`src/source/tx_byte_fifo.sv`:
```
`timescale 1ns/1ps

module tx_byte_fifo #(
    parameter int FIFO_DEPTH = 16
) (
    input  logic       clk,
    input  logic       rst,
    input  logic [7:0] wdata,
    input  logic       wr,
    output logic       full,
    output logic [7:0] rdata,
    input  logic       rd,
    output logic       empty
);

    localparam int PW = $clog2(FIFO_DEPTH);

    logic [7:0]  buf_mem [FIFO_DEPTH];
    logic [PW-1:0] wr_ptr;
    logic [PW-1:0] rd_ptr;
    logic [PW:0] count;
    logic        push;
    logic        pop;

    assign full  = (count == (PW+1)'(FIFO_DEPTH));
    assign empty = (count == '0);
    assign push  = wr && !full;
    assign pop   = rd && !empty;
    // Head byte is visible without a read
    assign rdata = buf_mem[rd_ptr];

    always_ff @(posedge clk) begin
        if (push) begin
            buf_mem[wr_ptr] <= wdata;
        end
    end

    // Pointers wrap explicitly so any depth works
    always_ff @(posedge clk) begin
        if (rst) begin
            wr_ptr <= '0;
            rd_ptr <= '0;
            count  <= '0;
        end else begin
            if (push) begin
                wr_ptr <= (wr_ptr == PW'(FIFO_DEPTH - 1)) ? '0 : wr_ptr + 1'b1;
            end
            if (pop) begin
                rd_ptr <= (rd_ptr == PW'(FIFO_DEPTH - 1)) ? '0 : rd_ptr + 1'b1;
            end
            case ({push, pop})
                2'b10:   count <= count + 1'b1;
                2'b01:   count <= count - 1'b1;
                default: count <= count;
            endcase
        end
    end

    a_no_push_full: assert property (@(posedge clk) disable iff (rst)
        full |-> !wr)
        else $error("write attempted while FIFO full");

endmodule

```
`config.mk`:
```
export PLATFORM = sky130hd
export DESIGN_NAME = tx_byte_fifo
export DESIGN_NICKNAME = d
export VERILOG_FILES = /design/src/source/tx_byte_fifo.sv
export SDC_FILE = /design/constraint.sdc
export NUM_CORES = 1
export LEC_CHECK = 0
export BUFFER_PORTS_ARGS = -buffer_cell sky130_fd_sc_hd__buf_2
export CAP_MARGIN = 5
export CORE_ASPECT_RATIO = 1.5
export CORE_MARGIN = 2
export CORE_UTILIZATION = 55
export DETAILED_ROUTE_END_ITERATION = 8
export GPL_TIMING_DRIVEN = 0
export PLACE_DENSITY = 0.72
export SETUP_SLACK_MARGIN = 0.05
export SYNTH_ARGS = -nofsm -noshare
export SYNTH_HDL_FRONTEND = slang
export SYNTH_SLANG_ARGS = --single-unit
export TNS_END_PERCENT = 1
```
`constraint.sdc`:
```
create_clock -name clk -period 5.77 [get_ports clk]
set_input_delay 0.577 -clock clk [delete_from_list [all_inputs] [get_ports clk]]
set_output_delay 0.577 -clock clk [all_outputs]
set_load 0.05 [all_outputs]
```
======== Yosys cells after proc, flatten, opt, wreduce, memory -nomap -nowiden ========
Memories as Yosys holds them, arrays and structs flattened. A register that Yosys moved wholly into a read port is not among the register bits.
Cells that the tools add are included.
storage, ports and cells
  bits of input ports ..................... 12
  memory bits (writable) .................. 128
  memories kept ........................... 1
  word-level logic and storage cells ...... 26
  output and inout bits ................... 10
  flip-flop bits (word level) ............. 13
memory list
  memory   words  bits a word  rd ports  clocked after Yosys merged registers in  write ports  line  RTL
  buf_mem  16     8            1         1                                        1            18    logic [7:0] buf_mem [FIFO_DEPTH];
cells by class
  reduce and logical (&&, ||, !) cells .... 6
  add/sub/neg operators ................... 4
  equality and inequality tests ........... 5
  muxes and demuxes ....................... 7
operators with widths
  cell                                                 count
  two-way mux 4 bit                                    4
  one-hot mux 5 bit (2 select lines)                   1
  adder 4 x 1 -> 4 bit, second input constant          2
  equality test 4 bit, second input constant           2
  adder 5 x 1 -> 5 bit, second input constant          1
  equality test 5 bit, second input constant           1
  zero test 5 bit                                      1
  subtractor 5 x 1 -> 5 bit, second input constant     1
  equality test 2 x 1 -> 1 bit, second input constant  1
  equality test 2 bit, second input constant           1
  logical AND 1 bit                                    2
  zero test 1 bit                                      2
  two-way mux 1 bit                                    2
  nonzero test 2 bit                                   1

======== Longest topological paths before layout ========
  depth after elaboration ................. 5
  depth in mapped cells ................... 13
  gate-level depth less buffers ........... 10

======== Least setup slack after synthesis ========
OpenSTA, ideal clock, no wires.
  kind .................................... flip-flop to flip-flop
  from .................................... register count[1]
  to ...................................... register count[4]
  data required time ...................... 5.649 ns
  clock period less this slack ............ 2.845 ns
  setup time .............................. 0.121 ns
  data arrival time ....................... 2.724 ns
  cell stages (with the launch flop) ...... 14
  path buffers ............................ 4
  slack ................................... 2.925 ns
  path through ............................ dfxtp_1 buf_6 or4_4 buf_6 o21ai_4 buf_6 ha_1 clkbuf_1 xor2_1 ha_1 and3b_1 o21ai_0 a31oi_1 mux2_2
on the way
  longest elaborated chain between the ends .. 5
  elaborated cells between the ends (all ways) .. 12
  those cells by class .................... add/sub (2); eq/ne (3); mux (1); reduce/logical (6)
ends and longest elaborated chain
  what                                                                             line    RTL
  start: declaration                                                               21      logic [PW:0] count;
  start signal: assignment                                                         52      2'b10: count <= count + 1'b1;
  start signal: assignment                                                         53      2'b01: count <= count - 1'b1;
  start signal: assignment                                                         54      default: count <= count;
  equality test 5 bit / zero test 5 bit (equally long branches)                    25, 26
  zero test 1 bit (on tied branches)                                               27, 28
  logical AND 1 bit (on tied branches)                                             27, 28
  equality test 2 x 1 -> 1 bit / equality test 2 bit (equally long branches)       51      case ({push, pop})
  one-hot mux 5 bit (2 select lines) / nonzero test 2 bit (equally long branches)  n/a
Several ways; a longest one is shown, not always the timed one.
A chain may end at the register's enable or synchronous reset.

======== Worst setup path in the final report ========
Same ends and word-level chain as after synthesis.

==> results.sh <==
export IMPL_finalSetupViolations=0
export IMPL_die_height_um=130
export IMPL_synth_xor_area_share_pct=0.748
export IMPL_place_gp_congestion=0.775
export IMPL_design_die_area_um2=11500
export IMPL_crit_type="reg -> reg"
export IMPL_die_w_um=88.2
export IMPL_ant_nets=0
export IMPL_wirelength_um=11100
export IMPL_max_freq_mhz=307
export IMPL_vias=2847
export IMPL_synth_compound_area_share_pct=3.08
export IMPL_ys_ff_latch=145
export IMPL_worst_ep_required_time_ns=6.07
export IMPL_coreArea_um2=10500
export IMPL_clk_path_buf_depth=2
export IMPL_ys_top_cells_by_count="edfxtp_1, mux4_2, dfxtp_1"
export IMPL_met3_usage_pct=5.97
export IMPL_fin_ws_ns=2.52
export IMPL_cts_resized_gates=0
export IMPL_hold_buffers=0
export IMPL_ioPinCount=22
export IMPL_leakage_nw=2.23
export IMPL_area_delta_synth_final_pct=16.4
export IMPL_ys_seq_area_share_pct=71.5
export IMPL_clkSinkCount=145
export IMPL_synth_top_family_by_area="multiplexers"
export IMPL_grt_pass1_wl_um=16700
export IMPL_syn_cell_area_um2=5860
export IMPL_htree_levels=4
export IMPL_yosys_top_cells_area="edfxtp_1, mux4_2, dfxtp_1"
export IMPL_synthAdderAreaFrac_pct=1.71
export IMPL_root_buffer="clkbuf_16"
export IMPL_drive_gt1_share_pct=32.0
export IMPL_max_stage_delay_ns=0.51
export IMPL_yosysWarnings=0
export IMPL_synth_edff_count=128
export IMPL_grtUsageTotal_pct=21.1
export IMPL_outcome="complete, no violations"
export IMPL_critPathMaxFanout=11
export IMPL_rows=46
export IMPL_p_per_area_nw_per_um2=452
export IMPL_slew_viol_final=0
export IMPL_synth_nets=316
export IMPL_grt_start_max_net_pins=17
export IMPL_hpwlAfterDp_um=7530
export IMPL_first_pass_iters=5
export IMPL_synth_top_area_share_pct=65.6
export IMPL_synth_avg_cell_area_um2=19.8
export IMPL_synth_async_sr_flop_share_pct=0
export IMPL_crit_family="buffers and inverters"
export IMPL_worstPathArrival_ns=3.56
export IMPL_path_cells="buf_6, or4_4, buf_6, o21ai_4, buf_6, ha_1, clkbuf_1, xor2_1, ha_1, and3b_1, o21ai_0, a31oi_1, mux2_2"
export IMPL_yosysMostFrequentCell="edfxtp_1"
export IMPL_dr_first_iter_drc_count=185
export IMPL_fin_crit_ns=3.25
export IMPL_nets=360
export IMPL_global_route_usage_met2_pct=36.0
export IMPL_wl_per_cell_um=22.4
export IMPL_insertedDiodeCount=0
export IMPL_synth_cell_types=35
export IMPL_top_usage_layer="met2"
export IMPL_tightest_slew_ns=0.800
export IMPL_hold_class="in -> reg"
export IMPL_fin_crit_sh_pct=56.4
export IMPL_max_cap_violations=0
export IMPL_maxSlewHeadroom_pct=46.6
export IMPL_synthMuxAreaShare_pct=16.3
export IMPL_ys_dominant_reg_cell="edfxtp_1"
export IMPL_grt_overflow=0
export IMPL_vdd_drop_max_v=0.000294
export IMPL_cts_made_buffers=17
export IMPL_io_buffers=21
export IMPL_cp_start_kind="flip-flop"
export IMPL_path_buf_inv=4
export IMPL_cts_tree="yes"
export IMPL_netlist_instances=296
export IMPL_antenna_found_initial=0
export IMPL_clock_skew_ns=0.00573
export IMPL_pre_cts_ws_ns=2.55
export IMPL_worstSetupEndpointType="flip-flop"
export IMPL_vias_per_cell=5.73
export IMPL_critical_path_slowest_cell="or4_4"
export IMPL_postCtsSetupBuffers=0
export IMPL_drc_errors=0
export IMPL_clkTransAtPathRegs_ns=0.06
export IMPL_fin_tns_setup_ns=0
export IMPL_grt_met1_usage_pct=24.9
export IMPL_hold_viol=0
export IMPL_grt_pass1_vias=2915
export IMPL_initial_core_util_pct=55.9
export IMPL_yosys_area_share_simple_pct=4.49
export IMPL_crit_top_cell="buf_6"
export IMPL_rsz0062_at_grt="false"
export IMPL_yosysTopAreaCell="edfxtp_1"
export IMPL_clock_latency_ns=0.41
==> area by class of cell <==
class | instances | area, um^2
Multi-Input combinational cell | 129 | 1570
Fill cell | 734 | 3660
Timing Repair Buffer | 25 | 135
Tap cell | 144 | 180
Clock buffer | 17 | 425
Sequential cell | 145 | 4180
Clock inverter | 15 | 193
Buffer | 17 | 113
Inverter | 5 | 18.8
==> registers in the layout (all words and copies together) (netlist names), named ones only <==
name,count
buf_mem,128
count,5
rd_ptr,4
wr_ptr,4
==> placed cells by master (no fill, tap or decap), types with 2 or more instances in the layout <==
master,instances
a311o_1,2
ha_1,8
mux2i_1,3
clkinvlp_4,4
nor4b_2,4
clkinv_4,3
xor2_1,5
buf_4,4
nand2_1,4
bufinv_16,4
clkbuf_16,17
mux2_2,2
mux4_2,40
buf_1,5
nor2b_1,3
clkbuf_1,3
o21ai_4,2
inv_1,5
a21oi_1,9
o21ai_0,6
o211ai_1,2
edfxtp_1,128
dfxtp_1,17
clkinv_1,3
buf_2,24
buf_6,6
and2_1,13
nor2_1,12
==> per-stage QoR <==
step | utilization, % | power [W] | std cells | instance area, um^2 | hold WS, ns
finish | 65.1 | 0.00308 | 497 | 6810 | 0.399
global route | 65.1 | 0.00319 | 497 | 6810 | 0.394
CTS | 65.1 | 0.00310 | 497 | 6810 | 0.385
detailed placement | 59.1 | 0.00199 | 465 | 6200 | 0.501
global placement | 58.6 | 0.00196 | 461 | 6140 | 0.491
floorplan | - | 0.00181 | 296 | 5860 | 0.472
==> power by group <==
part           internal, W  total (W)  leakage [nW]  switching, W
clock             0.000719    0.00113         0.288      0.000407
sequential         0.00119    0.00121          1.29     0.0000267
combinational     0.000320   0.000741         0.650      0.000420
total              0.00223    0.00308          2.23      0.000854
==> worst register-to-register path: stages, from the launching register on <==
cell,delay [ns]
dfxtp_1,0.31
buf_6,0.13
or4_4,0.51
buf_6,0.15
o21ai_4,0.13
buf_6,0.17
ha_1,0.16
clkbuf_1,0.27
xor2_1,0.20
ha_1,0.21
and3b_1,0.16
o21ai_0,0.08
a31oi_1,0.30
mux2_2,0.37
==> path summary, 6_finish.rpt <==
check,from,cells after the start,endpoint,slack (ns)
setup / recovery,count[1]$_SDFFE_PP0P_,13,count[4]$_SDFFE_PP0P_,2.52
hold / removal,rst,2,wr_ptr[3]$_SDFFE_PP0P_,0.40
setup reg to reg,count[1]$_SDFFE_PP0P_,13,count[4]$_SDFFE_PP0P_,2.52
hold reg to reg,rd_ptr[3]$_SDFFE_PP0N_,2,rd_ptr[3]$_SDFFE_PP0N_,0.53
==> layer usage <==
metal,share of wire (%),up-vias
met2,53,79
met3,3.9,20
met1,40,1464
met5,0,-
met4,3.3,0
li1,-,1284
==> cells by family (layout without fill, tap and decap cells) <==
group,Yosys count,count (layout)
AO/OA/AOI/OAI,26,26
XOR/XNOR,5,5
adder cells (fa/ha/maj),8,8
buffers and inverters,22,79
flip-flops,145,145
multiplexers,45,45
AND/OR/NAND/NOR,45,45
Power figures use the tool's default switching activity.
