==> src/source/bridge_pkg.sv <==
package bridge_pkg;

    // Start bytes for the two frame directions
    localparam logic [7:0] SOF_HOST   = 8'hA5;
    localparam logic [7:0] SOF_DEVICE = 8'h5A;

    // Largest payload one command can move
    localparam int MAX_BYTES = 8;

    // Meaning of CMD bit 7
    typedef enum logic {
        OP_WRITE = 1'b0,
        OP_READ  = 1'b1
    } opcode_e;

    typedef enum logic [7:0] {
        ST_OK       = 8'h00,
        ST_CRC_ERR  = 8'h01,
        ST_ADDR_ERR = 8'h02,
        ST_CMD_ERR  = 8'h03
    } status_e;

    // Decoded host command, byte 0 of data in the low bits
    typedef struct packed {
        logic [7:0]             cmd;
        opcode_e                op;
        logic [3:0]             len;
        logic [31:0]            addr;
        logic [MAX_BYTES*8-1:0] data;
        status_e                status;
    } cmd_t;

    // Result handed from the executor to the frame builder
    typedef struct packed {
        status_e                status;
        logic [7:0]             cmd;
        logic [31:0]            addr;
        logic [3:0]             len;
        logic [MAX_BYTES*8-1:0] data;
    } resp_t;

endpackage

==> src/source/crc8_calc.sv <==
`timescale 1ns/1ps

module crc8_calc (
    input  logic       clk,
    input  logic       rst,
    input  logic       clear,
    input  logic       enable,
    input  logic [7:0] data_in,
    output logic [7:0] crc
);

    logic [7:0] next_crc;

    // One byte through polynomial 0x07, MSB first
    always_comb begin
        next_crc = crc ^ data_in;
        for (int i = 0; i < 8; i++) begin
            if (next_crc[7]) begin
                next_crc = (next_crc << 1) ^ 8'h07;
            end else begin
                next_crc = next_crc << 1;
            end
        end
    end

    // Clear has priority over a folded byte
    always_ff @(posedge clk) begin
        if (rst || clear) begin
            crc <= 8'h00;
        end else if (enable) begin
            crc <= next_crc;
        end
    end

endmodule

==> src/source/cmd_frame_parser.sv <==
`timescale 1ns/1ps

module cmd_frame_parser (
    input  logic              clk,
    input  logic              rst,
    input  logic [7:0]        rx_data,
    input  logic              rx_valid,
    output logic              rx_ready,
    output logic              cmd_req,
    input  logic              cmd_ack,
    output bridge_pkg::cmd_t  cmd
);
    import bridge_pkg::*;

    typedef enum logic [2:0] {
        SOF,
        CMD,
        ADDR,
        DATA,
        CRC,
        OFFER
    } state_e;

    state_e     state;
    logic [2:0] byte_idx;
    logic       take;
    logic [7:0] crc;
    cmd_t       cmd_q;

    // Input is stalled while a command is on offer
    assign rx_ready = (state != OFFER);
    assign take     = rx_valid && rx_ready;
    assign cmd      = cmd_q;

    // CRC restarts on every byte seen while hunting for SOF
    crc8_calc u_crc (
        .clk     (clk),
        .rst     (rst),
        .clear   (state == SOF),
        .enable  (take && (state == CMD || state == ADDR || state == DATA)),
        .data_in (rx_data),
        .crc     (crc)
    );

    always_ff @(posedge clk) begin
        if (rst) begin
            state    <= SOF;
            byte_idx <= 3'd0;
            cmd_req  <= 1'b0;
        end else begin
            case (state)
                SOF: begin
                    if (take && rx_data == SOF_HOST) begin
                        state <= CMD;
                    end
                end
                CMD: begin
                    if (take) begin
                        byte_idx <= 3'd0;
                        state    <= ADDR;
                    end
                end
                ADDR: begin
                    if (take) begin
                        byte_idx <= byte_idx + 3'd1;
                        if (byte_idx == 3'd3) begin
                            byte_idx <= 3'd0;
                            // Reads carry no data bytes
                            state    <= (cmd_q.op == OP_READ) ? CRC : DATA;
                        end
                    end
                end
                DATA: begin
                    if (take) begin
                        byte_idx <= byte_idx + 3'd1;
                        if ({1'b0, byte_idx} == cmd_q.len - 4'd1) begin
                            state <= CRC;
                        end
                    end
                end
                CRC: begin
                    if (take) begin
                        cmd_req <= 1'b1;
                        state   <= OFFER;
                    end
                end
                OFFER: begin
                    if (cmd_req && cmd_ack) begin
                        cmd_req <= 1'b0;
                    end else if (!cmd_req && !cmd_ack) begin
                        state <= SOF;
                    end
                end
                default: state <= SOF;
            endcase
        end
    end

    // Command fields, loaded byte by byte
    always_ff @(posedge clk) begin
        if (take) begin
            case (state)
                CMD: begin
                    cmd_q.cmd  <= rx_data;
                    cmd_q.op   <= opcode_e'(rx_data[7]);
                    cmd_q.len  <= {1'b0, rx_data[2:0]} + 4'd1;
                    cmd_q.data <= '0;
                end
                ADDR: cmd_q.addr[byte_idx*8 +: 8] <= rx_data;
                DATA: cmd_q.data[byte_idx*8 +: 8] <= rx_data;
                CRC: begin
                    if (rx_data != crc) begin
                        cmd_q.status <= ST_CRC_ERR;
                    end else if (cmd_q.cmd[6:3] != 4'd0) begin
                        cmd_q.status <= ST_CMD_ERR;
                    end else begin
                        cmd_q.status <= ST_OK;
                    end
                end
                default: begin
                end
            endcase
        end
    end

    // Executor samples the command at any point of the handshake
    a_cmd_stable: assert property (@(posedge clk) disable iff (rst)
        cmd_req |=> !cmd_req || $stable(cmd))
        else $error("cmd changed while cmd_req was high");

endmodule

==> config.mk <==
export PLATFORM = sky130hd
export DESIGN_NAME = cmd_frame_parser
export DESIGN_NICKNAME = d
export VERILOG_FILES = /design/src/source/bridge_pkg.sv /design/src/source/crc8_calc.sv /design/src/source/cmd_frame_parser.sv
export SDC_FILE = /design/constraint.sdc
export NUM_CORES = 1
export LEC_CHECK = 0
export BUFFER_PORTS_ARGS = -buffer_cell sky130_fd_sc_hd__buf_2
export CAP_MARGIN = 20
export CORE_MARGIN = 1.5
export CORE_UTILIZATION = 45
export DETAILED_ROUTE_END_ITERATION = 6
export PLACE_DENSITY = 0.67
export SYNTH_ARGS = -nofsm -noshare
export SYNTH_HDL_FRONTEND = slang
export SYNTH_HIERARCHICAL = 1
export SYNTH_SLANG_ARGS = --single-unit
export TNS_END_PERCENT = 20
==> constraint.sdc <==
create_clock -name clk -period 5.7 [get_ports clk]
set_input_delay 0.285 -clock clk [delete_from_list [all_inputs] [get_ports clk]]
set_output_delay 0.285 -clock clk [all_outputs]
set_load 0.02 [all_outputs]
* Word-level counts from Yosys, hierarchy flattened
Index checks and enable logic that the tools add are counted.
** Operators by class
- Shift operators :: 4
- Bitwise logic cells :: 9
- Reduce and logical (&&, ||, !) cells :: 22
- Add/subtract/negate cells :: 4
- Equality and inequality tests :: 20
- Mux-type cells :: 31
** Operator list (count)
- $pmux W64 S2 :: 1
- $mux W3 :: 22
- $bwmux W64 :: 1
- $shift A8 B34 Y64 const A :: 1
- $shiftx A8 B34 Y64 :: 1
- $neg A6 Y34 :: 1
- $shift A8 B34 Y32 const A :: 1
- $shiftx A8 B34 Y32 :: 1
- $bwmux W32 :: 1
- $not A3 Y3 :: 8
- $pmux W3 S6 :: 1
- $ne A2 B2 Y1 const B :: 8
- $eq A3 B2 Y1 const B :: 3
- $pmux W3 S3 :: 1
- $reduce_and A9 Y1 :: 1
- $eq A8 B8 Y1 const B :: 1
- $ne A8 B8 Y1 :: 1
- $reduce_and A2 Y1 :: 4
- $xor A8 B8 Y8 :: 1
- $eq A3 B3 Y1 const B :: 2
- $logic_and A1 B1 Y1 :: 5
- $add A3 B1 Y4 const B :: 1
- $eq A3 B4 Y1 :: 1
- $ne A2 B1 Y1 const B :: 2
- other kinds (15) :: 20
** Word-level totals
- Output and inout port bits :: 119
- Bits in registers :: 132

* Depth between registers and ports, before layout
- Word-level depth :: 17
- Gate-level depth with buffers :: 10
- Depth with buffers taken out :: 7

* By module
Netlist, hierarchy kept.
** Modules (own cells, without submodules)
- cmd_frame_parser :: cells an instance 482, times used 1, area each 5591.6 um^2
- crc8_calc :: cells an instance 52, times used 1, area each 576.8 um^2

* Worst setup path before layout
Ideal clock, no wire load.
- Path kind :: register to register
- Start point :: register state[2]
- End point :: register, netlist name cmd[104]
- Stages on the path, launching flop included :: 5
- Data required time :: 5318 ps
- Setup time :: 382 ps
- Data arrival time :: 2947 ps
- Path slack :: 2371 ps
- Path through :: dfxtp_1 -> buf_2 -> nor2b_1 -> and2_1 -> nor2b_1
** On the way
- Cells in the longest elaborated chain, start to end :: 3
** Ends and longest elaborated chain
- start, declared :: RTL line cmd_frame_parser.sv:24 : state_e state;
- start signal, assigned :: RTL line cmd_frame_parser.sv:69 : state <= (cmd_q.op == OP_READ) ? CRC : DATA;
- $ne A3 B3 Y1 :: RTL line cmd_frame_parser.sv:31 : assign rx_ready = (state != OFFER);
- $logic_and A1 B1 Y1 :: RTL line cmd_frame_parser.sv:32 : assign take = rx_valid && rx_ready;
- $reduce_and A2 Y1 (no line) *
Every way passes the cells marked *; elsewhere a longest branch is shown, timed or not.
A chain may end at the register's enable or synchronous reset.

==> impl_metrics.json <==
{
  "post-cts-setup-buffers": 0,
  "multi_input_area_mm2": 0.00233,
  "hpwl_um": 10100,
  "async_flop_share": 0,
  "netlist.area_leader.share": 0.535,
  "grt_busiest_layer": "met2",
  "h-tree-depth": 4,
  "hold_buffers": 0,
  "clock_tree.buffer_depth": 2,
  "diodes": 0,
  "ir_drop_v": 0.000187,
  "routed_via_density": 5.38,
  "end_kind": "register",
  "cts_resized": 0,
  "drtIter0Drc": 369,
  "core_area_mm2": 0.0133,
  "cts_made_buffers": 17,
  "worstPathMaxFanout": 17,
  "die_y_um": 120,
  "path_class": "reg -> reg",
  "timing.final.crit_share": 0.629,
  "grt_util_met1": 0.287,
  "grt_pass1_vias": 4287,
  "yosysTopAreaCell": "edfxtp_1",
  "overflow": 0,
  "drt-wirelength-per-cell_um": 17.9,
  "p_leak_nw": 2.91,
  "grt_util_all_layers": 0.213,
  "synth_ff_type": "edfxtp_1",
  "grt_max_degree": 66,
  "hp-class": "in -> reg",
  "maxSlewViolCount": 0,
  "dieArea_mm2": 0.0144,
  "placed_area_mm2": 0.00685,
  "clock_sinks": 125,
  "rows": 42,
  "use_met3": 0.0447,
  "final.setup.worst_slack_ns": 2.12,
  "gp_congestion": 0.820,
  "status": "finished, final reports clean",
  "fill_cells": 1132,
  "area_delta_synth_final_pct": 20.9,
  "maxCapViolCount": 0,
  "synth_enable_flop_cells": 110,
  "insertion_delay_ns": 0.41,
  "drive_gt1_frac": 0.265,
  "num-nets-final": 669,
  "synthesis.instances": 534,
  "drc_errors": 0,
  "skew_ns": 0.00758,
  "finalSetupTns_ns": 0,
  "ctsRootBufferMaster": "clkbuf_16",
  "period_needed_ns": 3.58,
  "syn_avg_cell_area_um2": 11.6,
  "relSlewSlack": 0.424,
  "arrival_ns": 3.62,
  "fmax_mhz": 279,
  "io_pins": 131,
  "cp.required_ns": 5.74,
  "start_util": 0.464,
  "start_kind": "register",
  "routed_wirelength_um": 15000,
  "clkTransAtPathRegs_ns": 0.06,
  "finalHoldViolations": 0,
  "pre_cts_ws_ns": 2.10,
  "tightest_slew_ns": 0.864,
  "grt_pass1_wl_um": 23300,
  "grt_antenna_before_repair": 0,
  "finalSetupViolCount": 0,
  "grt_use_met2": 0.344,
  "vias": 4500,
  "firstDrtPassIters": 6,
  "cts_tree": "done",
  "netlist_area_mm2": 0.00617,
  "stdcell_area_mm2": 0.00746,
  "rsz0062_at_grt": "no",
  "seq_area_mm2": 0.00360,
  "power_density_mw_per_mm2": 286,
  "die_w_um": 120,
  "final_antenna_net_count": 0,
  "p_total_w": 0.00214,
  "ys_seq_area_frac": 0.584,
  "ys.warnings.count": 6,
  "port_buffers": 124,
  "synthTopCellsByArea": "edfxtp_1 (54%), dfxtp_1 (4.9%), nand2_1 (4.5%)",
  "ys_seq_elements": 125,
  "synth_cell_types": 57
}
==> where the power goes <==
| group | switching (W) | internal (W) | total [W] | leakage (nW) |
|---|---|---|---|---|
| sequential | 0.000000857 | 0.000986 | 0.000986 | 1.09 |
| clock | 0.000393 | 0.000686 | 0.00108 | 0.281 |
| combinational | 0.0000446 | 0.0000268 | 0.0000713 | 1.54 |
| total | 0.000438 | 0.00170 | 0.00214 | 2.91 |
==> cells in the final DEF, fill, tap and decap left out, types with 2 or more instances in the layout <==
| cell | n |
|---|---|
| buf_2 | 124 |
| edfxtp_1 | 110 |
| nand2_1 | 73 |
| a21oi_1 | 55 |
| nor2_1 | 35 |
| and2_1 | 18 |
| xnor2_1 | 17 |
| clkbuf_16 | 17 |
| nand3_1 | 16 |
| mux2i_1 | 16 |
| inv_1 | 15 |
| dfxtp_1 | 15 |
| o21ai_0 | 11 |
| and3_1 | 10 |
| nand4_1 | 10 |
| nor3_1 | 9 |
| nand2b_1 | 9 |
| ha_1 | 8 |
| nor2b_1 | 7 |
| xnor3_1 | 7 |
| xor2_1 | 6 |
| or3_1 | 6 |
| conb_1 | 6 |
| a211oi_1 | 4 |
| nor4_1 | 3 |
| or4b_1 | 3 |
| inv_6 | 3 |
| clkinvlp_4 | 3 |
| bufinv_16 | 3 |
| nand2_2 | 2 |
| nor4_4 | 2 |
| or2_2 | 2 |
| nor3_2 | 2 |
| o211a_1 | 2 |
| clkinv_1 | 2 |
| clkinv_4 | 2 |
| buf_4 | 2 |
| xnor2_2 | 2 |
==> through the flow <==
step,instances,hold slack [ns],utilization
after global placement,804,0.510,0.514
final,837,0.161,0.561
after floorplan,539,0.354,-
after detailed placement,805,0.517,0.516
after CTS,836,0.144,0.560
after global routing,837,0.152,0.561
==> final cells by class <==
| class | instances | share of cell area |
|---|---|---|
| repair buffers | 127 | 0.0879 |
| well taps | 176 | 0.0295 |
| clock buffers | 17 | 0.0571 |
| flip-flops and latches | 125 | 0.483 |
| multi-input cells | 363 | 0.312 |
| clock inverters | 14 | 0.0227 |
| inverters | 15 | 0.00755 |
==> final timing paths <==
| path | from | to | slack, ns | cells past startpoint |
|---|---|---|---|---|
| hold reg to reg | u_crc/crc[3] | u_crc/crc[3] | 0.53 | 2 |
| setup reg to reg | byte_idx[0] | cmd[94] | 2.12 | 5 |
| setup / recovery | byte_idx[0] | cmd[94] | 2.12 | 5 |
| hold / removal | rst | state[0] | 0.16 | 2 |
==> synthesized netlist by cell type (4+ instances only) <==
library cell  instances
nand3_1              16
ha_1                  8
nor2_1               35
a211oi_1              4
xnor3_1               7
mux2i_1              16
xnor2_1              17
clkbuf_1             10
buf_2                10
nor2b_1               7
nand4_1              10
nand2b_1              9
xor2_1                6
and3_1               10
dfxtp_1              15
inv_1                15
and2_1               19
edfxtp_1            110
buf_4                11
or3_1                 6
nand2_1              74
o21ai_0              11
nor3_1                9
a21oi_1              55
==> kinds of logic after synthesis <==
logic type | share of synthesized area
AND/OR/NAND/NOR | 0.189
multiplexers | 0.0260
other | 0.000608
flip-flops | 0.584
adder cells (fa/ha/maj) | 0.0162
buffers and inverters | 0.0424
AO/OA/AOI/OAI | 0.0744
XOR/XNOR | 0.0673
==> sequential cells by signal, summed over array words and instances (netlist names) <==
register,flops
state,3
cmd,110
cmd_req,1
u_crc/crc,8
byte_idx,3
==> critical path: stages (launching register included) <==
cell and delay [ns]:
dfxtp_1 0.81, inv_1 0.18, ha_1 0.73, nand2_2 0.19, nor4_4 0.67, nor2b_1 0.64
==> routing by layer <==
layer / up-vias / part of all wire
met1: 2140 / 0.42
li1: 2128 / -
met4: 0 / 0.012
met3: 16 / 0.079
met2: 216 / 0.49
met5: - / 0
Note: power is estimated with default switching activity, not from simulation.
