## config.mk

```make
export PLATFORM = sky130hd
export DESIGN_NAME = resp_frame_builder
export DESIGN_NICKNAME = d
export VERILOG_FILES = /design/src/source/bridge_pkg.sv /design/src/source/crc8_calc.sv /design/src/source/resp_frame_builder.sv
export SDC_FILE = /design/constraint.sdc
export NUM_CORES = 1
export LEC_CHECK = 0
export BUFFER_PORTS_ARGS = -buffer_cell sky130_fd_sc_hd__buf_2
export CELL_PAD_IN_SITES_DETAIL_PLACEMENT = 2
export CELL_PAD_IN_SITES_GLOBAL_PLACEMENT = 2
export CORE_UTILIZATION = 37
export CTS_CLUSTER_DIAMETER = 120
export DETAILED_ROUTE_END_ITERATION = 6
export GPL_TIMING_DRIVEN = 0
export PLACE_DENSITY = 0.87
export SLEW_MARGIN = 40
export SYNTH_ARGS = -nofsm -noshare
export SYNTH_HDL_FRONTEND = slang
export SYNTH_SLANG_ARGS = --single-unit
```

## constraint.sdc

```tcl
create_clock -name clk -period 12.3 [get_ports clk]
set_input_delay 1.23 -clock clk [delete_from_list [all_inputs] [get_ports clk]]
set_output_delay 1.23 -clock clk [all_outputs]
set_load 0.01 [all_outputs]
```

## src/source/bridge_pkg.sv

```systemverilog
package bridge_pkg;

    // Start bytes for the two frame directions
    localparam logic [7:0] SOF_HOST   = 8'hA5;
    localparam logic [7:0] SOF_DEVICE = 8'h5A;

    // Largest payload one command can move
    localparam int MAX_BYTES = 8;

    // Meaning of CMD bit 7
    typedef enum logic {
        OP_WRITE = 1'b0,
        OP_READ  = 1'b1
    } opcode_e;

    typedef enum logic [7:0] {
        ST_OK       = 8'h00,
        ST_CRC_ERR  = 8'h01,
        ST_ADDR_ERR = 8'h02,
        ST_CMD_ERR  = 8'h03
    } status_e;

    // Decoded host command, byte 0 of data in the low bits
    typedef struct packed {
        logic [7:0]             cmd;
        opcode_e                op;
        logic [3:0]             len;
        logic [31:0]            addr;
        logic [MAX_BYTES*8-1:0] data;
        status_e                status;
    } cmd_t;

    // Result handed from the executor to the frame builder
    typedef struct packed {
        status_e                status;
        logic [7:0]             cmd;
        logic [31:0]            addr;
        logic [3:0]             len;
        logic [MAX_BYTES*8-1:0] data;
    } resp_t;

endpackage

```

## src/source/crc8_calc.sv

```systemverilog
`timescale 1ns/1ps

module crc8_calc (
    input  logic       clk,
    input  logic       rst,
    input  logic       clear,
    input  logic       enable,
    input  logic [7:0] data_in,
    output logic [7:0] crc
);

    logic [7:0] next_crc;

    // One byte through polynomial 0x07, MSB first
    always_comb begin
        next_crc = crc ^ data_in;
        for (int i = 0; i < 8; i++) begin
            if (next_crc[7]) begin
                next_crc = (next_crc << 1) ^ 8'h07;
            end else begin
                next_crc = next_crc << 1;
            end
        end
    end

    // Clear has priority over a folded byte
    always_ff @(posedge clk) begin
        if (rst || clear) begin
            crc <= 8'h00;
        end else if (enable) begin
            crc <= next_crc;
        end
    end

endmodule

```

## src/source/resp_frame_builder.sv

```systemverilog
`timescale 1ns/1ps

module resp_frame_builder (
    input  logic              clk,
    input  logic              rst,
    input  logic              resp_req,
    output logic              resp_ack,
    input  bridge_pkg::resp_t resp,
    output logic [7:0]        fifo_wdata,
    output logic              fifo_wr,
    input  logic              fifo_full,
    output logic              frame_done
);
    import bridge_pkg::*;

    typedef enum logic [3:0] {
        IDLE,
        SOF,
        STATUS,
        CMD,
        ADDR,
        DATA,
        CRC,
        DONE,
        GAP
    } state_e;

    state_e     state;
    state_e     state_next;
    resp_t      resp_q;
    logic [2:0] byte_idx;
    logic [7:0] out_byte;
    logic [7:0] crc;
    logic       with_payload;
    logic       addr_last;
    logic       data_last;
    logic       sending;

    // Address and data only go out for a good read
    assign with_payload = (resp_q.status == ST_OK) && (opcode_e'(resp_q.cmd[7]) == OP_READ);
    assign addr_last    = (byte_idx == 3'd3);
    assign data_last    = ({1'b0, byte_idx} == resp_q.len - 4'd1);

    assign sending    = (state == SOF) || (state == STATUS) || (state == CMD) ||
                        (state == ADDR) || (state == DATA) || (state == CRC);
    assign fifo_wr    = sending && !fifo_full;
    assign fifo_wdata = out_byte;
    assign frame_done = (state == DONE);

    crc8_calc u_crc (
        .clk     (clk),
        .rst     (rst),
        .clear   (state == IDLE),
        .enable  (fifo_wr && state != SOF && state != CRC),
        .data_in (out_byte),
        .crc     (crc)
    );

    always_comb begin
        case (state)
            SOF:     out_byte = SOF_DEVICE;
            STATUS:  out_byte = resp_q.status;
            CMD:     out_byte = resp_q.cmd;
            ADDR:    out_byte = resp_q.addr[byte_idx*8 +: 8];
            DATA:    out_byte = resp_q.data[byte_idx*8 +: 8];
            CRC:     out_byte = crc;
            default: out_byte = 8'h00;
        endcase
    end

    always_comb begin
        state_next = state;
        case (state)
            IDLE: begin
                // Frame starts only after the handshake has closed
                if (resp_ack && !resp_req) begin
                    state_next = SOF;
                end
            end
            SOF:    if (fifo_wr) state_next = STATUS;
            STATUS: if (fifo_wr) state_next = CMD;
            CMD:    if (fifo_wr) state_next = with_payload ? ADDR : CRC;
            ADDR:   if (fifo_wr && addr_last) state_next = DATA;
            DATA:   if (fifo_wr && data_last) state_next = CRC;
            CRC:    if (fifo_wr) state_next = DONE;
            DONE:   state_next = GAP;
            GAP:    state_next = IDLE;
            default: state_next = IDLE;
        endcase
    end

    always_ff @(posedge clk) begin
        if (rst) begin
            state    <= IDLE;
            resp_ack <= 1'b0;
            byte_idx <= 3'd0;
        end else begin
            state <= state_next;
            if (state == IDLE) begin
                if (resp_req && !resp_ack) begin
                    resp_ack <= 1'b1;
                end else if (resp_ack && !resp_req) begin
                    resp_ack <= 1'b0;
                end
            end
            if (fifo_wr && state == ADDR) begin
                byte_idx <= addr_last ? 3'd0 : byte_idx + 3'd1;
            end
            if (fifo_wr && state == DATA) begin
                byte_idx <= data_last ? 3'd0 : byte_idx + 3'd1;
            end
        end
    end

    // Response copy taken as ack goes up
    always_ff @(posedge clk) begin
        if (state == IDLE && resp_req && !resp_ack) begin
            resp_q <= resp;
        end
    end

    a_no_write_full: assert property (@(posedge clk) disable iff (rst)
        fifo_full |-> !fifo_wr)
        else $error("builder wrote into a full FIFO");

    a_done_pulse: assert property (@(posedge clk) disable iff (rst)
        frame_done |=> !frame_done)
        else $error("frame_done held longer than one cycle");

endmodule

```

# --- Word level (Yosys, flattened, before mapping) ---
# Index checks and enable logic that the tools add are counted.
totals:
  register_bits: 132
  input_bits: 120
  out_inout_bits: 11
op_classes:
  addsub: 2
  eq_ne: 18
  shifts: 2
  mux: 24
  n_bitwise: 9
  n_reduce_logical: 27
op_table:
  columns: ["operator", "n"]
  rows:
  - ["indexed part select 64 x 7 -> 8 bit", 1]
  - ["case mux 8 bit (6 select lines)", 1]
  - ["2-to-1 mux 3 bit", 12]
  - ["case mux 4 bit (8 select lines)", 1]
  - ["indexed part select 32 x 7 -> 8 bit", 1]
  - ["2-to-1 mux 4 bit", 7]
  - ["NOT 3 bit", 8]
  - ["== test 4 x 3 -> 1 bit (second input constant)", 4]
  - ["logical AND 1 bit", 12]
  - ["inequality test 2 bit (second input constant)", 5]
  - ["== test 4 x 2 -> 1 bit (second input constant)", 2]
  - ["zero test 8 bit", 1]
  - ["XOR 8 bit", 1]
  - ["AND reduction 7 bit", 1]
  - ["logical OR 1 bit", 6]
  - ["== test 3 x 4 -> 1 bit", 1]
  - ["== test 4 x 1 -> 1 bit (second input constant)", 1]
  - ["zero test 4 bit", 1]
  - ["inequality test 2 x 1 -> 1 bit (second input constant)", 2]
  - ["inequality test 4 x 1 -> 1 bit (second input constant)", 1]
  - ["inequality test 4 x 3 -> 1 bit (second input constant)", 1]
  - ["nonzero test 2 bit", 2]
  - ["subtractor 4 x 1 -> 4 bit (second input constant)", 1]
  - ["adder 3 x 1 -> 3 bit (second input constant)", 1]
  - ["other kinds (5)", 8]

# --- Longest topological paths before layout ---
# Gate-level depths: netlist of run 1.
depth:
  ltp_word: 19
  mapped_depth: 12
  ltp_nobuf: 9

# --- Modules after synthesis ---
# Synthesis of run 1 repeated with hierarchy kept, for this count alone.
hier_totals:
  hier_cells: 370
  area_unflattened_um2: 5765.5
modules_own_cells:
  columns: ["mod", "n_inst", "cells_per_inst", "area_per_inst_um2", "seq_area_each_um2"]
  rows:
  - ["resp_frame_builder", 1, 318, 5188.7, 3643.5]
  - ["crc8_calc", 1, 52, 576.8, 160.2]

# --- Least setup slack after synthesis of run 1 ---
# OpenSTA, ideal clock, no wires.
synth_path:
  path_type: "input -> register"
  start: "input resp_req"
  end: "register resp_q[0] (netlist name), enable pin"
  setup_ps: 733
  t_arrival_ps: 9081
  path_slack_ps: 2486
  path_stages: 2
  n_path_buf: 0
  path_cell_list: "inv_1 -> nor3_1"
synth_between:
  elab_chain_cells: 2
synth_rtl:
  columns: ["item", "line_no", "source"]
  rows:
  - ["start: declaration", "resp_frame_builder.sv:6", "input logic resp_req,"]
  - ["logical AND 1 bit (2 in series)", "resp_frame_builder.sv:117", "if (state == IDLE && resp_req && !resp_ack) begin"]
  - ["end signal: assignment", "resp_frame_builder.sv:118", "resp_q <= resp;"]
  - ["end: declaration", "resp_frame_builder.sv:30", "resp_t resp_q;"]
# No other way between the ends.
# A chain may end at the register's enable or synchronous reset.

# --- Worst setup path after layout of run 1 ---
layout_path:
  start: "register byte_idx[1]"
  end: "output fifo_wdata[5]"
layout_between:
  elab_chain_cells: 2
layout_rtl:
  columns: ["item", "line_no", "source"]
  rows:
  - ["start: declaration", "resp_frame_builder.sv:31", "logic [2:0] byte_idx;"]
  - ["start signal: assignment", "resp_frame_builder.sv:107", "byte_idx <= addr_last ? 3'd0 : byte_idx + 3'd1;"]
  - ["start signal: assignment", "resp_frame_builder.sv:110", "byte_idx <= data_last ? 3'd0 : byte_idx + 3'd1;"]
  - ["indexed part select 64 x 7 -> 8 bit or indexed part select 32 x 7 -> 8 bit (tied branches)", "resp_frame_builder.sv:65, resp_frame_builder.sv:64", null]
  - ["case mux 8 bit (6 select lines) (*)", "resp_frame_builder.sv:60", "case (state)"]
  - ["end: declaration", "resp_frame_builder.sv:9", "output logic [7:0] fifo_wdata,"]
# Every way passes the cells marked *; elsewhere a longest branch is shown, timed or not.

==> metrics.cfg, run 1 <==
[sta]
max_freq_mhz=240.9
max_slew.worst_pin.slew_ns=0.8472
rsz0062_at_grt=false
max-slew-margin-rel=0.4314
hold_violations=0
finalSetupViolations=0
timing.clock.skew_ns=0.009837
timing.final.crit_period_ns=4.151
report.final.slew_viol_count=0
finalCritPeriodShare=0.3375

[global_route]
grt_remaining_overflow=0
grtUsageMet2=0.4744
vias_in_the_first_global_route=4954
initial_antenna_violation_count=0
grt_start_max_net_pins=17
global_route.usage.met3=0.07747
wire_length_of_the_first_global_routing_pass_um=32290
grt.met1_usage=0.3491
grt_use_total=0.2837
globalRoute.busiestLayer=met2

[flow_run]
max-cap-violations=0

[yosys]
ys_types=54
synth_largest_type_area_fraction=0.5991
synth_seq_area_share=0.6542
number_of_storage_elements_in_the_synthesis_netlist=132
synth_top_cells_by_area=edfxtp_1 60%, mux4_2 6.6%, dfxtp_1 5.5%, mux2i_1 2.9%, xnor2_1 2.3%
synth_nets=515
synthArstFlopShare=0
synthFlopType=edfxtp_1
cell_taking_the_most_area_after_synthesis=edfxtp_1
post_synth_inst_count=389
number_of_enable_flip_flop_cells_after_synthesis=116
area_of_the_mapped_netlist_sq_mm=0.005814
syn_area_per_cell_sq_um=14.95
yosys_warnings=0

[clock_network]
tritoncts=yes
cts_setup_buffers=0
clock_tree.htree_level_count=4
clock_insertion_delay_worst_skew_ns=0.44
clk_root_buffer_cell=clkbuf_16
clk_path_buf_depth=2
cts_resized=0
cts_buffers=17
clkSlewWorstSetupHoldPaths_ns=0.06
cts_hold_buf=0
clock_sinks=132

[die]
design.die.area_sq_mm=0.01622
die_height_um=127.4
floorplan.rows=45
floorplan.initialDensity=0.3811
core_sq_mm=0.01526
die_width_um=127.4
boundaryPins=131

[critical_path]
critical_path.startpoint_type=flip-flop
crit_path_end_kind=output pin
path_max_fanout=10
critical_path_class=reg2out
cp_required_ns=11.07
crit_arrival_ns=2.92

[finish]
layout.cells.most_common_list=142 x buf_2, 116 x edfxtp_1, 24 x nand2_1, 22 x nor2_1
syn2layout_area_growth_pct=27.39
final_nets=679
insertedDiodeCount=0
postLayoutCellArea_sq_mm=0.007407
drive_gt1_frac=0.3887
layout_commonest_cell=buf_2
utilization=0.4854

[drt]
postRouteAntennaNets=0
routed_wl_um=21440
drc=0
route.detailed.wl_per_inst_um=27.60
detailedRoute.firstIterationViolations=349
drt_pre_antenna_iters=5
vias=4263
vias_per_cell=5.486

[pwr]
static-leakage-power_uw=0.002873
cellPowerDensity_mw_per_mm2=164.1
ir_worst_vdd_mv=0.1333

[run_status]
result_of_the_run=finished clean

[placement]
numPortBuffers=129
placement.cell_area_sq_mm=0.006834
finalWeightedCongestion=0.8053
dp_hpwl_um=13870

[hold_path]
hp-class=reg2reg

[power breakdown]
part	switching (uW)	internal [uW]	leakage (uW)	total [uW]
registers	20.9	547	0.00124	568
clock network	219	284	0.000275	503
logic	86.2	58.1	0.00135	144
total	326	889	0.00287	1220
[worst paths after layout]
kind | start | endpoint | slack [ns] | cells past startpoint
worst min register to register | u_crc.crc[1] | u_crc.crc[1] | 0.55 | 2
worst max-delay path | byte_idx[1] | fifo_wdata[5] | 8.15 | 6
worst min-delay path | u_crc.crc[1] | u_crc.crc[1] | 0.55 | 2
worst max register to register | state[0] | resp_q[44] | 8.18 | 14
[per-stage QoR]
step | std cells | setup WS, ns | power (uW) | hold slack [ns] | TNS, ns
after floorplan | 389 | 2.486 | 651.7 | 0.4819 | 0
after global placement | 729 | -0.1929 | 701.0 | 0.4994 | -20.62
after detailed placement | 745 | 8.322 | 708.9 | 0.5141 | 0
after CTS | 777 | 8.156 | 1222 | 0.5441 | 0
after global routing | 777 | 7.936 | 1248 | 0.5898 | 0
final | 777 | 8.149 | 1215 | 0.5483 | 0
[sequential cells by signal (all words and copies together), names as in the netlist]
register	cells
resp_q	116
u_crc.crc	8
state	4
byte_idx	3
resp_ack	1
[critical path: stages, from the launching register on]
cell	delay [ns]
dfxtp_1	0.51
buf_2	0.33
buf_2	0.34
mux4_2	0.26
mux2i_1	0.13
o21ai_0	0.66
buf_2	0.26
[synthesized netlist by cell type, types with 3 or more instances]
library cell and instances:
buf_1 3, mux4_2 17, ha_1 6, mux2i_1 17
a21oi_1 14, nor2b_1 5, dfxtp_1 16, nand2b_1 7
nand2_1 24, a31oi_1 4, o21ai_0 6, a311oi_1 4
nor3_1 7, a32oi_1 4, buf_2 7, a21o_1 4
or3_1 7, and3_1 4, buf_4 3, a22oi_1 3
nor4_1 3, nor2_1 22, mux2_2 6, edfxtp_1 116
xor2_1 12, nand3_1 6, inv_1 8, xnor2_1 15
clkbuf_1 5
[logic make-up (layout without fill, tap and decap cells)]
kind of cell,after synthesis,in the layout,synth area share
simple gates,97,97,0.08930
mux,40,40,0.1067
xor+xnor,27,27,0.04067
compound gates,58,58,0.07145
buf+inv,29,206,0.02475
fa+ha+maj,6,6,0.01291
flops,132,132,0.6542
[final cells by class]
type	instances	area, sq um
flip-flops and latches	132	3804
multi-input cells	228	1872
plain buffers	20	110.1
inverters	9	33.78
fillers	1470	7851
repair buffers	145	750.7
clock inverters	14	143.9
clock buffers	18	429.2
well taps	211	264.0
[layer usage]
layer / share of wire / up-vias
met5: 0 / -
met4: 0.028 / 0
met3: 0.063 / 41
met2: 0.50 / 214
met1: 0.41 / 2168
li1: - / 1840
Power figures use the tool's default switching activity.
==> run 2: changes to the inputs <==
--- a/config.mk
+++ b/config.mk
@@ -5,14 +5,15 @@
 export SDC_FILE = /design/constraint.sdc
 export NUM_CORES = 1
 export LEC_CHECK = 0
+export ABC_AREA = 1
 export BUFFER_PORTS_ARGS = -buffer_cell sky130_fd_sc_hd__buf_2
 export CELL_PAD_IN_SITES_DETAIL_PLACEMENT = 2
 export CELL_PAD_IN_SITES_GLOBAL_PLACEMENT = 2
-export CORE_UTILIZATION = 37
+export CORE_UTILIZATION = 30
 export CTS_CLUSTER_DIAMETER = 120
 export DETAILED_ROUTE_END_ITERATION = 6
 export GPL_TIMING_DRIVEN = 0
-export PLACE_DENSITY = 0.87
+export PLACE_DENSITY = 0.83
 export SLEW_MARGIN = 40
 export SYNTH_ARGS = -nofsm -noshare
 export SYNTH_HDL_FRONTEND = slang
==> constraint.sdc (replaced) <==
create_clock -name clk -period 3.5 [get_ports clk]
set_input_delay 0.35 -clock clk [delete_from_list [all_inputs] [get_ports clk]]
set_output_delay 0.35 -clock clk [all_outputs]
set_load 0.01 [all_outputs]
==> metrics.cfg, run 2 <==
[run_status]
result_of_the_run=finished clean

[placement]
finalWeightedCongestion=0.8626
numPortBuffers=129
dp_hpwl_um=15990
placement.cell_area_sq_mm=0.007073

[critical_path]
crit_path_end_kind=output pin
most_frequent_cell_on_the_critical_path=nand2_1
critical_path.slowest_cell=buf_1
path_cells=buf_2 -> inv_1 -> buf_1 -> nor2_1 -> o22ai_1 -> nand3_1 -> nand2_1 -> nand2_1 -> nand2_1 -> buf_2
cp_top_family=buffers and inverters
path_max_fanout=10
critical_path.startpoint_type=flip-flop
critical_path_class=reg2out
crit_arrival_ns=2.76
cp_slowest_stage_delay_ns=0.54
cp_required_ns=3.15
cp.buffers_inverters=4

[finish]
largest_register=resp_q
filler_cell_count=2115
layout_commonest_cell=nand2_1
postLayoutCellArea_sq_mm=0.007640
layout.area.seq_sq_mm=0.003807
layout.cells.most_common_list=144 x nand2_1, 139 x buf_2, 116 x edfxtp_1, 92 x nand3_1, 43 x inv_1
multi_input_comb_area_sq_mm=0.001877
largestRegisters=resp_q (116), u_crc.crc (8), state (4)
largest_reg_flops=116
syn2layout_area_growth_pct=27.95
drive_gt1_frac=0.2798
final_nets=868

[sta]
rsz0062_at_grt=false
report.final.slew_viol_count=0
max_slew.worst_pin.slew_ns=0.6626
finalCritPeriodShare=0.8881
finalSetupViolations=0
timing.final.crit_period_ns=3.108
hold_violations=0
max-slew-margin-rel=0.5583
timing.clock.skew_ns=0.01384
max_freq_mhz=321.7

[clock_network]
clock_tree.htree_level_count=4
clk_path_buf_depth=2
clkSlewWorstSetupHoldPaths_ns=0.07
clk_root_buffer_cell=clkbuf_16
clock_sinks=132
cts_setup_buffers=0
cts_resized=0
tritoncts=yes
cts_buffers=17
clock_insertion_delay_worst_skew_ns=0.43
cts_hold_buf=0

[pwr]
ir_worst_vdd_mv=0.4689
total_power_uw=6908
static-leakage-power_uw=0.003173
cellPowerDensity_mw_per_mm2=904.2

[yosys]
synth_nets=711
number_of_enable_flip_flop_cells_after_synthesis=116
synth.mux.area_fraction=0
synthXorXnorAreaFrac=0.005868
synthFlopType=edfxtp_1
share_of_synthesized_cell_area_in_full_adder_half_adder_and_majority_cells=0.01257
area_of_the_mapped_netlist_sq_mm=0.005971
post_synth_inst_count=585
syn_area_per_cell_sq_um=10.21
synth_seq_area_share=0.6370
ys_types=36
combinational_family_with_the_most_area_after_synthesis=simple AND/OR/NAND/NOR gates
yosys_warnings=0
synth.cells.most_frequent=144 x nand2_1, 116 x edfxtp_1, 92 x nand3_1
synth_largest_type_area_fraction=0.5834
post_synth_and_or_nand_nor_area_fraction=0.2144
synthArstFlopShare=0
number_of_storage_elements_in_the_synthesis_netlist=132
cell_taking_the_most_area_after_synthesis=edfxtp_1
synth-compound-area-share=0.07754
dominant_cell_by_count_in_the_synthesized_netlist=nand2_1
synth_top_cells_by_area=edfxtp_1 58%, nand2_1 9.1%, nand3_1 7.7%, dfxtp_1 5.4%, inv_1 2.8%

[hold_path]
hp-class=in2reg

[global_route]
grt_remaining_overflow=0
grt_use_total=0.2317
initial_antenna_violation_count=1
vias_in_the_first_global_route=5846
wire_length_of_the_first_global_routing_pass_um=34070
grt_start_max_net_pins=17

[drt]
detailedRoute.firstIterationViolations=321
drt_pre_antenna_iters=5
vias_per_cell=5.080
routed_wl_um=23180
postRouteAntennaNets=0
vias=5182
drc=0
route.detailed.wl_per_inst_um=22.72

[die]
floorplan.rows=51
die_width_um=143.1
die_height_um=143.1
core_sq_mm=0.01946
floorplan.initialDensity=0.3068
boundaryPins=131
design.die.area_sq_mm=0.02047

[flow_run]
max-cap-violations=0

## run 2: cell count changes in the layout (fill, tap and decap cells not counted), sizes merged, moves of 8 or more
| cell | previous run | this run |
|---|---|---|
| o21ai | 8 | 34 |
| xor2 | 12 | 1 |
| mux4 | 17 | 0 |
| a221oi | 1 | 9 |
| inv | 15 | 52 |
| nand3 | 6 | 92 |
| xnor2 | 15 | 3 |
| nor2 | 22 | 39 |
| nand2 | 24 | 154 |
| mux2i | 17 | 0 |
| a21oi | 14 | 28 |
## run 2: final cells by class
type,instances,area share
flip-flops and latches,132,0.4984
multi-input cells,383,0.2457
repair buffers,138,0.09728
clock buffers,18,0.05617
well taps,265,0.04340
inverters,51,0.02571
clock inverters,13,0.01769
plain buffers,19,0.01539
diodes,1,0.0003275
## run 2: final timing paths
kind	startpoint	end	slack [ns]	cells after the start
max	byte_idx[0]	fifo_wdata[5]	0.39	10
min	resp[82]	resp_q[82]	0.09	1
min reg2reg	resp_ack	resp_ack	0.56	2
max reg2reg	byte_idx[1]	u_crc.crc[1]	0.51	17
## run 2: metal layers
layer / up-vias / wire (um) / share of wire / track usage
met2: 165 / 12380 / 0.53 / 0.4282
li1: 2355 / - / - / -
met1: 2617 / 9331 / 0.40 / 0.2631
met4: 0 / 720 / 0.031 / 0.09168
met5: - / 0 / 0 / 0
met3: 45 / 744 / 0.032 / 0.03957
## run 2: worst reg2reg max path, delay by kind of cell, from the launching register on
family | cells | cell delay, ns
AO/OA/AOI/OAI | 3 | 0.41
buffers and inverters | 2 | 0.40
flip-flops | 1 | 0.58
AND/OR/NAND/NOR | 12 | 1.51
## run 2: kinds of logic (layout without fill, tap and decap cells)
group,after synthesis,count (layout)
simple gates,293,293
compound gates,80,80
buf+inv,70,239
other cells,0,1
xor+xnor,4,4
flops,132,132
fa+ha+maj,6,6
## run 2: per-stage QoR
step           setup WS [ns]  TNS, ns  hold slack (ns)  std cells    util
2_1_floorplan        -0.4082   -47.35           0.4489        585       -
3_3_place_gp          -1.363  -156.56           0.5210        979  0.3584
3_5_place_dp          0.6482        0           0.5283        988  0.3634
4_1_cts               0.3927        0          0.07562       1019  0.3924
5_1_grt               0.2910        0          0.07895       1020  0.3925
6_report              0.3915        0          0.09358       1020  0.3925
## run 2: report_power, final
part	switching, uW	internal, uW	total [uW]	leakage, uW
Sequential	206	2240	2450	0.00121
Combinational	1910	774	2680	0.00170
Clock	733	1040	1770	0.000258
Total	2850	4060	6910	0.00317
==> run 3: changes to the inputs <==
--- a/config.mk
+++ b/config.mk
@@ -14,6 +14,7 @@
 export DETAILED_ROUTE_END_ITERATION = 6
 export GPL_TIMING_DRIVEN = 0
 export PLACE_DENSITY = 0.83
+export RECOVER_POWER = 50
 export SLEW_MARGIN = 40
 export SYNTH_ARGS = -nofsm -noshare
 export SYNTH_HDL_FRONTEND = slang
==> metrics.cfg, run 3 (synthesized netlist as in run 2, its figures left out) <==
[sta]
report.final.slew_viol_count=0
timing.clock.skew_ns=0.01300
max_freq_mhz=318.9
hold_violations=0
max_slew.worst_pin.slew_ns=0.6675
finalSetupViolations=0
finalCritPeriodShare=0.8959
timing.final.crit_period_ns=3.136
max-slew-margin-rel=0.5550
setup-tns-final_ns=0
rsz0062_at_grt=false

[clock_network]
clock_tree.htree_level_count=4
cts_buffers=17
clkSlewWorstSetupHoldPaths_ns=0.07
cts_setup_buffers=0
clk_root_buffer_cell=clkbuf_16
clock_insertion_delay_worst_skew_ns=0.43
clock_sinks=132
clk_path_buf_depth=2
tritoncts=yes
cts_resized=0
cts_hold_buf=0

[drt]
drc=0
vias_per_cell=5.086
detailedRoute.firstIterationViolations=346
route.detailed.wl_per_inst_um=22.76
routed_wl_um=23210
drt_pre_antenna_iters=5
vias=5188
postRouteAntennaNets=0

[finish]
largest_reg_flops=116
final_nets=868
filler_cell_count=2126
layout_commonest_cell=nand2_1
largest_register=resp_q
largestRegisters=resp_q (116), u_crc.crc (8), state (4)
drive_gt1_frac=0.2480
syn2layout_area_growth_pct=27.35
layout.cells.most_common_list=144 x nand2_1, 118 x buf_2, 116 x edfxtp_1, 92 x nand3_1, 44 x inv_1

[pwr]
static-leakage-power_uw=0.003111
total_power_uw=6896
cellPowerDensity_mw_per_mm2=906.9
ir_worst_vdd_mv=0.4647

[global_route]
vias_in_the_first_global_route=5846
wire_length_of_the_first_global_routing_pass_um=34070
grt_start_max_net_pins=17
initial_antenna_violation_count=1
grt_use_total=0.2317
grt_remaining_overflow=0

[critical_path]
critical_path_class=reg2out
critical_path.startpoint_type=flip-flop
cp_required_ns=3.15
crit_path_end_kind=output pin
crit_arrival_ns=2.79
path_max_fanout=10

[hold_path]
hp-class=in2reg

[flow_run]
max-cap-violations=0

[die]
die_height_um=143.1
die_width_um=143.1
boundaryPins=131
design.die.area_sq_mm=0.02047
core_sq_mm=0.01946
floorplan.rows=51
floorplan.initialDensity=0.3068

[run_status]
result_of_the_run=finished clean

[placement]
finalWeightedCongestion=0.8626
numPortBuffers=129
dp_hpwl_um=15990

-- run 3: cell types whose count changed in the layout (fill, tap and decap cells not counted), sizes merged --
cell | previous run | this run
buf | 154 | 134
clkbuf | 21 | 41
-- run 3: layout make-up --
cell class                 instances  area, sq um  area share
timing repair buffer             138        716.9     0.09429
sequential                       132         3807      0.5007
antenna                            1        2.502   0.0003291
clock inverter                    13        135.1     0.01777
buffer                            19        117.6     0.01547
clock buffer                      18        429.2     0.05644
tap                              265        331.6     0.04361
inverter                          51        196.4     0.02584
multi-input combinational        383         1867      0.2455
-- run 3: path summary, 6_finish.rpt --
kind / from / end / slack (ns) / cells past startpoint
worst max-delay path: byte_idx[0] / fifo_wdata[5] / 0.36 / 10
worst min-delay path: resp[82] / resp_q[82] / 0.1 / 1
worst max register to register: state[2] / resp_q[60] / 0.47 / 10
worst min register to register: resp_ack / resp_ack / 0.57 / 2
-- run 3: power breakdown --
part           total [uW]  switching, uW  internal, uW
combinational        2670           1910           764
clock                1770            733          1040
sequential           2450            204          2240
total                6900           2850          4050
-- run 3: through the flow --
step	hold WS (ns)	cells	util	area (sq um)	setup slack, ns
after global placement	0.5210	979	0.3584	6975	-1.363
after global routing	0.07895	1020	0.3907	7604	0.2528
after floorplan	0.4489	585	-	5998	-0.4082
after CTS	0.07562	1019	0.3924	7637	0.3927
after detailed placement	0.5283	988	0.3634	7073	0.6482
final	0.09503	1020	0.3907	7604	0.3644
-- run 3: routing by layer --
metal  vias up  track usage  share of wire
met5         -            0              0
met4         0      0.09168          0.030
met3        41      0.03957          0.031
met2       163       0.4282           0.53
met1      2634       0.2631           0.41
li1       2350            -              -
-- run 3: worst max-delay path, cell delays in order (launching register included) --
cell and delay, ns:
dfxtp_1 0.33, buf_2 0.18, inv_1 0.18, buf_1 0.54, nor2_1 0.17, o22ai_1 0.22
nand3_1 0.13, nand2_1 0.17, nand2_1 0.14, nand2_1 0.14, buf_2 0.14
